$ cat src/logic/cache_pkg.sv
/*
 * Shared widths, command encoding and packet types for the cache request path.
 * Imported by every RTL module of the subsystem.
 */
`default_nettype none

package cache_pkg;

  // ------------------------------------------------------------
  // Widths
  // ------------------------------------------------------------
  localparam int ADDR_W      = 32;
  localparam int INDEX_W     = 16;
  localparam int COUNT_W     = 16;
  localparam int ENGINE_ID_W = 4;
  // Elements are 4-byte words
  localparam int WORD_SHIFT  = 2;

  typedef logic [ADDR_W-1:0]      addr_t;
  typedef logic [INDEX_W-1:0]     index_t;
  typedef logic [COUNT_W-1:0]     count_t;
  typedef logic [ENGINE_ID_W-1:0] engine_id_t;

  // Packet command, CMD_ENGINE marks the end of an engine's walk
  typedef enum logic [1:0] {
    CMD_INVALID      = 2'd0,
    CMD_READ         = 2'd1,
    CMD_ENGINE       = 2'd2,
    CMD_MEM_RESPONSE = 2'd3
  } cmd_e;

  // ------------------------------------------------------------
  // Structs
  // ------------------------------------------------------------
  // Kernel descriptor, 49 bits
  typedef struct packed {
    logic   valid;
    addr_t  base;
    count_t count;
  } kernel_descriptor_t;

  // Engine request packet, 23 bits
  typedef struct packed {
    logic       valid;
    engine_id_t id;
    cmd_e       cmd;
    index_t     index;
  } engine_packet_t;

  // Cache request, 39 bits
  typedef struct packed {
    logic       valid;
    engine_id_t id;
    cmd_e       cmd;
    addr_t      address;
  } cache_request_t;

  // Element index to byte address, other fields pass through
  function automatic cache_request_t map_engine_to_cache_request(
    input engine_packet_t     packet,
    input kernel_descriptor_t descriptor
  );
    cache_request_t request;
    request.valid   = packet.valid;
    request.id      = packet.id;
    request.cmd     = packet.cmd;
    request.address = descriptor.base + (addr_t'(packet.index) << WORD_SHIFT);
    return request;
  endfunction

endpackage

`default_nettype wire

$ cat src/logic/kernel_setup.sv
/*
 * Holds the active kernel descriptor and broadcasts it to the engines.
 * Pulses start once per descriptor and folds the engine done flags into one.
 */
`timescale 1ns/100ps
`default_nettype none

module kernel_setup
  import cache_pkg::*;
#(
  parameter int NUM_ENGINES = 4
) (
  input  logic                   ap_clk,
  input  logic                   areset_control,
  input  kernel_descriptor_t     descriptor_in,
  input  logic [NUM_ENGINES-1:0] engine_done,
  output kernel_descriptor_t     descriptor_out,
  output logic                   start,
  output logic                   kernel_done
);

  // Descriptor captured, start goes out next cycle
  logic loaded_q;

  // ------------------------------------------------------------
  // Descriptor register and start pulse
  // ------------------------------------------------------------
  always_ff @(posedge ap_clk) begin
    if (areset_control) begin
      descriptor_out.valid <= 1'b0;
      loaded_q             <= 1'b0;
      start                <= 1'b0;
    end else begin
      if (descriptor_in.valid) begin
        descriptor_out <= descriptor_in;
      end
      loaded_q <= descriptor_in.valid;
      start    <= loaded_q;
    end
  end

  // ------------------------------------------------------------
  // Kernel done
  // ------------------------------------------------------------
  // Old done flags linger until the engines see start
  always_ff @(posedge ap_clk) begin
    if (areset_control) begin
      kernel_done <= 1'b0;
    end else if (descriptor_in.valid) begin
      kernel_done <= 1'b0;
    end else if (descriptor_out.valid && !loaded_q && !start && (&engine_done)) begin
      kernel_done <= 1'b1;
    end
  end

  // Start is a single-cycle pulse per descriptor
  assert property (@(posedge ap_clk) disable iff (areset_control) start |=> !start);

endmodule

`default_nettype wire

$ cat src/logic/address_engine.sv
/*
 * Walks one engine's share of element indices and offers each as a read.
 * Ends every walk with a single completion marker, then reports done.
 */
`timescale 1ns/100ps
`default_nettype none

module address_engine
  import cache_pkg::*;
#(
  parameter int NUM_ENGINES = 4,
  parameter int ENGINE_ID   = 0
) (
  input  logic               ap_clk,
  input  logic               areset_control,
  input  kernel_descriptor_t descriptor,
  input  logic               start,
  input  logic               grant,
  output logic               request,
  output engine_packet_t     packet,
  output logic               done
);

  typedef enum logic [1:0] {
    IDLE,
    ISSUE,
    MARK,
    DONE
  } state_e;

  localparam index_t FIRST_INDEX = index_t'(ENGINE_ID);

  state_e             state_q;
  index_t             index_q;
  // One extra bit so the stride cannot wrap past the count
  logic [INDEX_W:0]   next_index;
  logic               pending;

  assign next_index = {1'b0, index_q} + (INDEX_W+1)'(NUM_ENGINES);
  assign pending    = (state_q == ISSUE) || (state_q == MARK);

  // ------------------------------------------------------------
  // Index walker
  // ------------------------------------------------------------
  always_ff @(posedge ap_clk) begin
    if (areset_control) begin
      state_q <= IDLE;
    end else if (start) begin
      // Restart from own first index on every descriptor
      index_q <= FIRST_INDEX;
      state_q <= (FIRST_INDEX < descriptor.count) ? ISSUE : MARK;
    end else begin
      case (state_q)
        ISSUE: begin
          if (grant) begin
            index_q <= next_index[INDEX_W-1:0];
            if (next_index < {1'b0, descriptor.count}) begin
              state_q <= ISSUE;
            end else begin
              state_q <= MARK;
            end
          end
        end
        MARK: begin
          if (grant) begin
            state_q <= DONE;
          end
        end
        default: begin
          state_q <= state_q;
        end
      endcase
    end
  end

  // ------------------------------------------------------------
  // Request and packet
  // ------------------------------------------------------------
  // Dropped while granted so the registered copy goes stale at once
  assign request = pending && !grant;
  assign done    = (state_q == DONE);

  always_comb begin
    packet.valid = request;
    packet.id    = engine_id_t'(ENGINE_ID);
    packet.cmd   = (state_q == ISSUE) ? CMD_READ : CMD_ENGINE;
    packet.index = index_q;
  end

  // Offered item is held until the arbiter answers
  assert property (@(posedge ap_clk) disable iff (areset_control)
    (request && !grant && !start) |=> (grant || $stable(packet)));

endmodule

`default_nettype wire

$ cat src/logic/round_robin_arbiter.sv
/*
 * Rotating-priority arbiter over the registered engine requests.
 * Registers one grant and the winning packet per cycle; hold stalls it.
 */
`timescale 1ns/100ps
`default_nettype none

module round_robin_arbiter
  import cache_pkg::*;
#(
  parameter int NUM_ENGINES = 4
) (
  input  logic                   ap_clk,
  input  logic                   areset_control,
  input  logic [NUM_ENGINES-1:0] request,
  input  logic [NUM_ENGINES-1:0] bus_valid,
  input  engine_packet_t         bus_in [NUM_ENGINES],
  input  logic                   hold,
  output logic [NUM_ENGINES-1:0] grant,
  output engine_packet_t         bus_out
);

  localparam int SEL_W = (NUM_ENGINES > 1) ? $clog2(NUM_ENGINES) : 1;

  logic [SEL_W-1:0]       last_q;
  logic [SEL_W-1:0]       winner;
  logic                   found;
  logic [NUM_ENGINES-1:0] grant_d;
  logic [NUM_ENGINES-1:0] eligible;
  logic [NUM_ENGINES-1:0] grant_next;

  // Mask covers the grant round trip back to the engine
  assign eligible = request & bus_valid & ~grant & ~grant_d & {NUM_ENGINES{!hold}};

  // ------------------------------------------------------------
  // Pick first eligible after last winner
  // ------------------------------------------------------------
  always_comb begin
    int unsigned cand;
    grant_next = '0;
    winner     = last_q;
    found      = 1'b0;
    for (int off = 1; off <= NUM_ENGINES; off++) begin
      cand = int'(last_q) + off;
      if (cand >= NUM_ENGINES) begin
        cand = cand - NUM_ENGINES;
      end
      if (!found && eligible[cand]) begin
        found            = 1'b1;
        winner           = SEL_W'(cand);
        grant_next[cand] = 1'b1;
      end
    end
  end

  always_ff @(posedge ap_clk) begin
    if (areset_control) begin
      grant         <= '0;
      grant_d       <= '0;
      bus_out.valid <= 1'b0;
      // Engine 0 has priority first
      last_q        <= SEL_W'(NUM_ENGINES - 1);
    end else begin
      grant         <= grant_next;
      grant_d       <= grant;
      bus_out       <= bus_in[winner];
      bus_out.valid <= found;
      if (found) begin
        last_q <= winner;
      end
    end
  end

  assert property (@(posedge ap_clk) disable iff (areset_control) $onehot0(grant));

endmodule

`default_nettype wire

$ cat src/logic/request_fifo.sv
/*
 * Synchronous FIFO for cache requests with a registered read port.
 * Read data and valid appear one cycle after a read is accepted.
 */
`timescale 1ns/100ps
`default_nettype none

module request_fifo
  import cache_pkg::*;
#(
  parameter int DEPTH       = 32,
  parameter int PROG_THRESH = 16
) (
  input  logic           ap_clk,
  input  logic           areset_control,
  input  cache_request_t din,
  input  logic           wr_en,
  input  logic           rd_en,
  output cache_request_t dout,
  output logic           valid,
  output logic           full,
  output logic           empty,
  output logic           prog_full,
  output logic           setup
);

  localparam int PTR_W = (DEPTH > 1) ? $clog2(DEPTH) : 1;
  localparam int CNT_W = $clog2(DEPTH + 1);

  cache_request_t   mem [DEPTH];
  logic [PTR_W-1:0] wptr_q;
  logic [PTR_W-1:0] rptr_q;
  logic [CNT_W-1:0] count_q;
  logic             push;
  logic             pop;

  // Status from occupancy
  assign full      = (count_q == CNT_W'(DEPTH));
  assign empty     = (count_q == '0);
  assign prog_full = (count_q >= CNT_W'(PROG_THRESH));

  // No traffic while coming out of reset
  assign push = wr_en && !full && !setup;
  assign pop  = rd_en && !empty && !setup;

  // ------------------------------------------------------------
  // Storage
  // ------------------------------------------------------------
  always_ff @(posedge ap_clk) begin
    if (push) begin
      mem[wptr_q] <= din;
    end
    if (pop) begin
      dout <= mem[rptr_q];
    end
  end

  // ------------------------------------------------------------
  // Pointers, count, flags
  // ------------------------------------------------------------
  always_ff @(posedge ap_clk) begin
    if (areset_control) begin
      wptr_q  <= '0;
      rptr_q  <= '0;
      count_q <= '0;
      valid   <= 1'b0;
      setup   <= 1'b1;
    end else begin
      setup <= 1'b0;
      valid <= pop;
      if (push) begin
        wptr_q <= (wptr_q == PTR_W'(DEPTH - 1)) ? '0 : wptr_q + 1'b1;
      end
      if (pop) begin
        rptr_q <= (rptr_q == PTR_W'(DEPTH - 1)) ? '0 : rptr_q + 1'b1;
      end
      count_q <= count_q + CNT_W'(push) - CNT_W'(pop);
    end
  end

  // Upstream must throttle before the buffer fills
  assert property (@(posedge ap_clk) disable iff (areset_control) !(wr_en && full));

endmodule

`default_nettype wire

$ cat src/logic/cache_request_generator.sv
/*
 * Drains the address engines into one ordered cache request stream.
 * Inputs are registered, arbitrated, mapped to byte addresses and queued.
 */
`timescale 1ns/100ps
`default_nettype none

module cache_request_generator
  import cache_pkg::*;
#(
  parameter int NUM_ENGINES = 4,
  parameter int FIFO_DEPTH  = 32,
  parameter int PROG_THRESH = 16
) (
  input  logic                   ap_clk,
  input  logic                   areset_control,
  input  kernel_descriptor_t     descriptor,
  input  logic [NUM_ENGINES-1:0] engine_request,
  input  engine_packet_t         engine_packet [NUM_ENGINES],
  output logic [NUM_ENGINES-1:0] engine_grant,
  input  logic                   rd_en,
  output cache_request_t         request_out,
  output logic                   fifo_setup
);

  // Input capture
  logic [NUM_ENGINES-1:0] request_q;
  engine_packet_t         packet_q [NUM_ENGINES];
  logic [NUM_ENGINES-1:0] packet_valid;
  logic                   rd_en_q;

  // Arbiter side
  logic [NUM_ENGINES-1:0] arb_grant;
  engine_packet_t         arb_bus_out;

  // FIFO side
  cache_request_t         mapped_q;
  cache_request_t         fifo_dout;
  logic                   fifo_wr_en;
  logic                   fifo_rd_en;
  logic                   fifo_valid;
  logic                   fifo_full;
  logic                   fifo_empty;
  logic                   fifo_prog_full;
  logic                   fifo_setup_int;

  // ------------------------------------------------------------
  // Register inputs
  // ------------------------------------------------------------
  always_ff @(posedge ap_clk) begin
    if (areset_control) begin
      request_q <= '0;
      rd_en_q   <= 1'b0;
      for (int i = 0; i < NUM_ENGINES; i++) begin
        packet_q[i].valid <= 1'b0;
      end
    end else begin
      request_q <= engine_request;
      rd_en_q   <= rd_en;
      for (int i = 0; i < NUM_ENGINES; i++) begin
        packet_q[i] <= engine_packet[i];
      end
    end
  end

  always_comb begin
    for (int i = 0; i < NUM_ENGINES; i++) begin
      packet_valid[i] = packet_q[i].valid;
    end
  end

  // ------------------------------------------------------------
  // Arbitration
  // ------------------------------------------------------------
  // Stall all engines while the queue is near full
  round_robin_arbiter #(
    .NUM_ENGINES(NUM_ENGINES)
  ) u_arbiter (
    .ap_clk        (ap_clk),
    .areset_control(areset_control),
    .request       (request_q),
    .bus_valid     (packet_valid),
    .bus_in        (packet_q),
    .hold          (fifo_prog_full | fifo_full),
    .grant         (arb_grant),
    .bus_out       (arb_bus_out)
  );

  // ------------------------------------------------------------
  // Map and filter
  // ------------------------------------------------------------
  always_ff @(posedge ap_clk) begin
    if (areset_control) begin
      mapped_q.valid <= 1'b0;
    end else begin
      mapped_q <= map_engine_to_cache_request(arb_bus_out, descriptor);
    end
  end

  // Only reads reach the cache, markers end here
  assign fifo_wr_en = mapped_q.valid && (mapped_q.cmd == CMD_READ);
  assign fifo_rd_en = rd_en_q && !fifo_empty;

  request_fifo #(
    .DEPTH      (FIFO_DEPTH),
    .PROG_THRESH(PROG_THRESH)
  ) u_fifo (
    .ap_clk        (ap_clk),
    .areset_control(areset_control),
    .din           (mapped_q),
    .wr_en         (fifo_wr_en),
    .rd_en         (fifo_rd_en),
    .dout          (fifo_dout),
    .valid         (fifo_valid),
    .full          (fifo_full),
    .empty         (fifo_empty),
    .prog_full     (fifo_prog_full),
    .setup         (fifo_setup_int)
  );

  // ------------------------------------------------------------
  // Register outputs
  // ------------------------------------------------------------
  always_ff @(posedge ap_clk) begin
    if (areset_control) begin
      engine_grant      <= '0;
      fifo_setup        <= 1'b1;
      request_out.valid <= 1'b0;
    end else begin
      engine_grant      <= arb_grant;
      fifo_setup        <= fifo_setup_int;
      request_out       <= fifo_dout;
      // Stored valid bit is stale, FIFO valid marks the pop
      request_out.valid <= fifo_valid;
    end
  end

endmodule

`default_nettype wire

$ cat src/logic/cache_request_top.sv
/*
 * Top level of the cache request subsystem.
 * Kernel setup feeds NUM_ENGINES address engines, the generator drains them.
 */
`timescale 1ns/100ps
`default_nettype none

module cache_request_top
  import cache_pkg::*;
#(
  parameter int NUM_ENGINES = 4,
  parameter int FIFO_DEPTH  = 32,
  parameter int PROG_THRESH = 16
) (
  input  logic               ap_clk,
  input  logic               areset_control,
  input  kernel_descriptor_t descriptor_in,
  input  logic               rd_en,
  output cache_request_t     request_out,
  output logic               fifo_setup,
  output logic               kernel_done
);

  kernel_descriptor_t     descriptor;
  logic                   start;
  logic [NUM_ENGINES-1:0] engine_done;
  logic [NUM_ENGINES-1:0] engine_request;
  logic [NUM_ENGINES-1:0] engine_grant;
  engine_packet_t         engine_packet [NUM_ENGINES];

  // ------------------------------------------------------------
  // Descriptor and start
  // ------------------------------------------------------------
  kernel_setup #(
    .NUM_ENGINES(NUM_ENGINES)
  ) u_setup (
    .ap_clk        (ap_clk),
    .areset_control(areset_control),
    .descriptor_in (descriptor_in),
    .engine_done   (engine_done),
    .descriptor_out(descriptor),
    .start         (start),
    .kernel_done   (kernel_done)
  );

  // ------------------------------------------------------------
  // Address engines, interleaved over the index space
  // ------------------------------------------------------------
  for (genvar k = 0; k < NUM_ENGINES; k++) begin : g_engine
    address_engine #(
      .NUM_ENGINES(NUM_ENGINES),
      .ENGINE_ID  (k)
    ) u_engine (
      .ap_clk        (ap_clk),
      .areset_control(areset_control),
      .descriptor    (descriptor),
      .start         (start),
      .grant         (engine_grant[k]),
      .request       (engine_request[k]),
      .packet        (engine_packet[k]),
      .done          (engine_done[k])
    );
  end

  // Request generator and output queue
  cache_request_generator #(
    .NUM_ENGINES(NUM_ENGINES),
    .FIFO_DEPTH (FIFO_DEPTH),
    .PROG_THRESH(PROG_THRESH)
  ) u_generator (
    .ap_clk        (ap_clk),
    .areset_control(areset_control),
    .descriptor    (descriptor),
    .engine_request(engine_request),
    .engine_packet (engine_packet),
    .engine_grant  (engine_grant),
    .rd_en         (rd_en),
    .request_out   (request_out),
    .fifo_setup    (fifo_setup)
  );

endmodule

`default_nettype wire

$ cat config.mk
export PLATFORM = sky130hd
export DESIGN_NAME = cache_request_top
export DESIGN_NICKNAME = d
export VERILOG_FILES = /design/src/logic/cache_pkg.sv /design/src/logic/kernel_setup.sv /design/src/logic/address_engine.sv /design/src/logic/round_robin_arbiter.sv /design/src/logic/request_fifo.sv /design/src/logic/cache_request_generator.sv /design/src/logic/cache_request_top.sv
export SDC_FILE = /design/constraint.sdc
export NUM_CORES = 2
export LEC_CHECK = 0
export BUFFER_PORTS_ARGS = -buffer_cell sky130_fd_sc_hd__buf_2
export CAP_MARGIN = 20
export CORE_AREA = 3 3 302 304
export CTS_CLUSTER_SIZE = 10
export DETAILED_ROUTE_END_ITERATION = 7
export DIE_AREA = 0 0 305 307
export PLACE_DENSITY = 0.84
export RECOVER_POWER = 100
export SYNTH_ARGS = -nofsm -noshare
export SYNTH_HDL_FRONTEND = slang
export SYNTH_SLANG_ARGS = --single-unit
$ cat constraint.sdc
create_clock -name ap_clk -period 13.5 [get_ports ap_clk]
set_input_delay 2.025 -clock ap_clk [delete_from_list [all_inputs] [get_ports ap_clk]]
set_output_delay 2.025 -clock ap_clk [all_outputs]
set_load 0.05 [all_outputs]
### After elaboration in Yosys (flattened, before gate mapping)

Memory sizes are Yosys's and may differ from the RTL's. A register that Yosys moved wholly into a read port is not among the register bits.
Index checks and enable logic that the tools add are counted.

* $add $sub $neg: 17
* magnitude comparators: 22
* reduce and logical (&&, ||, !) cells: 61
* mux-type cells: 76
* bitwise operators: 12
* eq/ne operators: 24

Operators by type and width (count)
* $ge A32 B1 Y1 const B: 4
* $lt A32 B3 Y1 const B: 4
* $mux W16: 8
* $mux W32: 4
* $add A16 B3 Y17 const B: 4
* $lt A17 B16 Y1: 4
* $mux W2: 28
* $bmux W23 S2: 1
* $mux W22: 2
* $add A32 B18 Y32: 1
* $lt A1 B16 Y1 const A: 2
* $lt A2 B16 Y1 const A: 2
* $ne A3 B2 Y1 const B: 8
* $reduce_and A3 Y1: 8
* $logic_and A1 B1 Y1: 20
* $and A4 B4 Y4: 4
* $eq A2 B2 Y1 const B: 8
* $mux W4: 4
* $pmux W2 S2: 4
* $reduce_bool A2 Y1: 8
* $mux W1: 15
* $logic_not A1 Y1: 13
* $ge A3 B3 Y1 const B: 4
* $or A4 B4 Y4: 3
* other kinds (26): 49

* memories: 1
* output and inout port bits: 41
* memory bits (writable): 1248
* logic and storage cells: 262
* input port bits: 52
* bits in registers: 335

Memories
* u_generator.u_fifo.mem: depth 32, bits a word 39, rd ports 1, clocked after memory_dff 1, wr ports 1, RTL line request_fifo.sv:30 `cache_request_t mem [DEPTH];`

### Depth between registers and ports, before layout

* word-level depth: 20
* depth in mapped cells: 15
* mapped depth without buffers: 15

### Cells and area by module

From an unflattened synthesis, not the netlist that was laid out.

* cells, all modules: 3348
* area total of the unflattened synthesis: 64834.7 um^2

Modules (own cells, without submodules)
* request_fifo: instances 1, area each 49334.8 um^2, sequential area each 39007.4 um^2, cells each 2240
* cache_request_generator: instances 1, area each 6387.4 um^2, sequential area each 5245.0 um^2, cells each 338
* round_robin_arbiter: instances 1, area each 1980.6 um^2, sequential area each 880.8 um^2, cells each 131
* kernel_setup: instances 1, area each 1576.5 um^2, sequential area each 1521.5 um^2, cells each 60
* address_engine at g_engine[2].u_engine: instances 1, area each 1402.6 um^2, sequential area each 460.4 um^2, cells each 145
* address_engine at g_engine[1].u_engine: instances 1, area each 1393.8 um^2, sequential area each 460.4 um^2, cells each 144
* address_engine at g_engine[3].u_engine: instances 1, area each 1392.6 um^2, sequential area each 460.4 um^2, cells each 147
* address_engine at g_engine[0].u_engine: instances 1, area each 1366.3 um^2, sequential area each 460.4 um^2, cells each 143

### Worst setup path before layout

No wires, ideal clock.

* path type: input to register
* start: input port areset_control
* end: register g_engine[2].u_engine.state_q[1]
* setup time: 0.161 ns
* arrival time: 6.485 ns
* buffers on the path: 1
* path slack: 6.854 ns
* stages: 4
* data required time: 13.339 ns
* cells stage by stage: clkbuf_1 > clkinv_1 > o2111ai_1 > o22ai_1

RTL lines
* start: declaration: RTL line cache_request_top.sv:16 `input logic areset_control,`
* end signal: assignment: RTL line address_engine.sv:51 `state_q <= (FIRST_INDEX < descriptor.count) ? ISSUE : MARK;`
* end signal: assignment: RTL line address_engine.sv:70 `state_q <= state_q;`
* end: declaration: RTL line address_engine.sv:33 `state_e state_q;`

==> summary.txt <==
STA
  • Total negative slack: 0 ps
  • Layout Skew: 73.7 ps
  • Setup violations, final: 0
  • Final Hold Vio Count: 0
  • Unrepaired setup endpoints after global routing: false
  • Final period util: 57.2%
  • Slew of the pin with the lowest slew margin: 4430 ps
  • Slew Viols, Final: 1545
  • Period minus WS final: 7730 ps
  • Worst relative slew slack: -195%
  • Fmax: 129 MHz

Clock tree
  • Hold Buf Count CTS: 0
  • CTS root buf: clkbuf_16
  • H-tree depth: 4
  • CTS buffer count: 168
  • Clk sinks: 1495
  • Clk_lat worst skew: 820 ps
  • Post-CTS Setup Inserts: 0
  • Clock-pin slew on the worst setup and hold paths: 60 ps
  • CTS tree: done
  • CTS resizes: 0
  • Clock tree buffer depth: 3

Routing
  • Drt pass-1 iters: 6
  • Post-route ant nets: 0
  • Drt total wl: 169 mm
  • Initial DRC Count: 5353
  • Wire per inst: 39.8 µm
  • Via density: 7.57
  • DRC viols: 0
  • Routed via count: 32100

Place
  • RePlAce Congestion: 0.868
  • I/O Buffers: 90
  • Dpl hpwl: 77.7 mm

Worst setup path
  • Crit-path max FO: 103
  • Crit-path max cell delay: 2930 ps
  • CP startpoint kind: register
  • CP most frequent cell: mux4_2
  • Crit path required time: 14020 ps
  • Crit path arrival time: 8240 ps
  • Crit Reg-Reg Endpoint: u_generator.u_fifo.dout[13]$_DFFE_PP_
  • R2r startpoint: u_generator.u_fifo.rptr_q[0]$_SDFFE_PP0P_
  • WS Path Type: reg2reg
  • Flop2flop setup slack: 5770 ps
  • Worst reg2reg path depth: 6
  • CP max stage cell: clkbuf_1
  • CP endpoint kind: register
  • Critical path, cell by cell: clkbuf_1, buf_4, buf_12, mux4_2, mux4_2, mux2_1

Power and ir drop
  • Cell Pwr Density: 161 nW/µm²
  • Max IR drop VDD: 0.000133 V
  • Leak: 20.7 nW

Die
  • Die Height: 307 µm
  • I/O pin total: 93
  • Die footprint: 93600 µm²
  • Chip Width: 305 µm
  • Initial Util: 66.9%
  • CORE AREA: 88500 µm²
  • Row count: 109

Finish
  • Final #Nets: 3178
  • Fin util: 74.3%
  • Area Overhead vs Synth: 11.1%
  • Fillcell total: 4385
  • Share of layout cells above drive strength 1: 21.4%

Yosys
  • Largest cells by area after synthesis: edfxtp_1, mux4_2, ha_1, dfxtp_1, mux2_2
  • Top cell type's share of synthesized area: 73.3%
  • Syn. warnings: 0
  • Sequential-to-total area share from yosys stat: 75.0%
  • Mapped Cells: 2807
  • Mapped cell area: 59200 µm²
  • Ys async rst share: 0%
  • Cell taking the most area after synthesis: edfxtp_1
  • Register bit count reported by yosys: 1495
  • EDFF count, synth: 1446
  • Library cells used by synthesis: 74
  • Top_reg_cell synth: edfxtp_1
  • Mean Syn Cell Area: 21.1 µm²

GRT
  • Vias in the first global route: 32400
  • Congestion Overflow GR: 0
  • GRT Total Usage: 36.0%
  • Initial antenna violation count: 4
  • Largest net degree at the start of global routing: 199
  • First-pass GRT wire length: 236 mm

Worst hold path
  • End of the worst hold path: u_generator.request_out[29]$_DFFE_PN_
  • Worst hold path depth: 0
  • Hold WC Path Type: reg2reg
  • Hold path startpoint: u_generator.u_fifo.dout[29]$_DFFE_PP_

Run status
  • Status: complete, but fails checks
  • Violated checks: capacitance limit, slew limit

Flow run
  • Max capacitance violation total: 52
[worst max-delay path by stage]
stage	from	endpoint	slack [ps]	cells after the start
2_1_floorplan	areset_control	g_engine[2].u_engine.state_q[1]$_SDFFE_PP0P_	6850	4
3_3_place_gp	u_generator.u_fifo.rptr_q[0]$_SDFFE_PP0P_	u_generator.u_fifo.dout[11]$_DFFE_PP_	8260	6
3_5_place_dp	u_generator.u_fifo.rptr_q[0]$_SDFFE_PP0P_	u_generator.u_fifo.dout[13]$_DFFE_PP_	8100	6
4_1_cts	u_generator.u_fifo.rptr_q[0]$_SDFFE_PP0P_	u_generator.u_fifo.dout[13]$_DFFE_PP_	7980	6
5_1_grt	u_generator.u_fifo.rptr_q[0]$_SDFFE_PP0P_	u_generator.u_fifo.dout[13]$_DFFE_PP_	4900	6
6_report	u_generator.u_fifo.rptr_q[0]$_SDFFE_PP0P_	u_generator.u_fifo.dout[13]$_DFFE_PP_	5770	6
[cells in the mapped netlist (all sizes together), types with 4 or more instances]
library cell and number:
o21ai 28, nor4bb 4, o211ai 6, nor3b 5, nor2b 20, a31oi 6
nor3 14, nand3b 5, inv 56, a211oi 5, o31ai 6, nand2b 6
edfxtp 1446, a221oi 9, clkbuf 58, a21o 20, o32ai 6, nand4 17
xor2 35, and3 16, o21a 9, mux4 378, mux2i 6, nor2 108
a21oi 46, xnor2 45, mux2 37, ha 108, buf 52, or3 6
nand2 65, and2 51, nand3 33, dfxtp 49
[layer usage]
metal	share of wire, %	vias to the layer above	GRT usage (%)
met5	0.024	-	0
met4	6.8	6	19.5
met3	12	722	8.31
met2	49	3202	58.4
met1	32	16200	46.1
li1	-	11900	-
[kinds of logic (layout without fill, tap and decap cells)]
kind of cell,Yosys count,after routing,synth area share [%]
and+or+nand+nor,365,365,3.16
adders and majority gates,110,110,2.35
muxes,421,421,15.2
DFF,1495,1495,75.0
other,1,3,0.00633
buffers and inverters,170,431,1.22
xor gates and xnor gates,80,80,1.22
AOI/OAI and AO/OA,165,165,1.84
[where the power goes]
| group | total (mW) | leakage [nW] | switching, mW | internal [mW] |
|---|---|---|---|---|
| combinational | 0.777 | 4.87 | 0.460 | 0.317 |
| clock | 4.19 | 2.31 | 1.89 | 2.31 |
| sequential | 5.61 | 13.5 | 0.221 | 5.38 |
| total | 10.6 | 20.7 | 2.57 | 8.01 |
[cell usage in the layout (no fill, tap or decap), types with 7 or more instances in the layout]
cell type,n
a21o_1,20
a21oi_1,46
a221oi_1,9
and2_0,27
and2_1,24
and3_1,16
buf_2,44
buf_4,7
clkbuf_1,128
clkbuf_16,168
clkinv_16,13
dfxtp_1,45
edfxtp_1,1446
ha_1,108
inv_1,54
mux2_1,11
mux2_2,26
mux4_2,372
nand2_1,64
nand3_1,33
nand4_1,17
nor2_1,100
nor2_4,8
nor2b_1,20
nor3_1,14
o21a_1,9
o21ai_0,22
xnor2_1,45
xor2_1,35
[state kept, by name (all words and copies together), names as in the netlist]
register and count:
u_generator.u_fifo.count_q 6, u_generator.u_fifo.valid 1, u_generator.u_arbiter.bus_out 19, u_generator.fifo_setup 1
u_setup.kernel_done 1, u_setup.start 1, u_generator.u_arbiter.grant 4, u_generator.request_out 37
g_engine.u_engine.state_q 8, u_generator.u_arbiter.grant_d 4, u_generator.u_fifo.dout 36, u_generator.u_fifo.mem 1152
u_generator.u_fifo.rptr_q 5, u_generator.packet_q 64, u_generator.u_arbiter.last_q 2, u_setup.descriptor_out 49
u_generator.mapped_q 37, u_setup.loaded_q 1, g_engine.u_engine.index_q 56, u_generator.u_fifo.setup 1
u_generator.u_fifo.wptr_q 5, u_generator.request_q 4, u_generator.rd_en_q 1
[critical path: cells and delay by family (launching register included)]
family	cells	cell delay, ps
buffers and inverters	3	4670
flip-flops	1	1010
multiplexers	3	1620
[through the flow]
stage	cell area, µm²	hold WS [ps]	cells	setup slack [ps]	power, mW
after floorplan	59200	400	2808	6850	6.12
after global placement	61300	401	4003	8260	6.33
after detailed placement	61300	405	4004	8100	6.40
after CTS	66200	409	4227	7980	10.5
after global routing	65800	417	4234	4900	10.8
final	65800	399	4235	5770	10.6
[layout make-up]
class                           count  area (µm²)  area share [%]
Clock inverter                     17         460           0.700
Antenna cell                        1        2.50         0.00380
Timing Repair Buffer              148         718            1.09
Multi-Input combinational cell   1143       14100            21.5
Clock buffer                      206        4370            6.64
Sequential cell                  1495       44400            67.5
Inverter                           60         244           0.371
Tap cell                         1165        1460            2.22
Note: power is estimated with default switching activity, not from simulation.
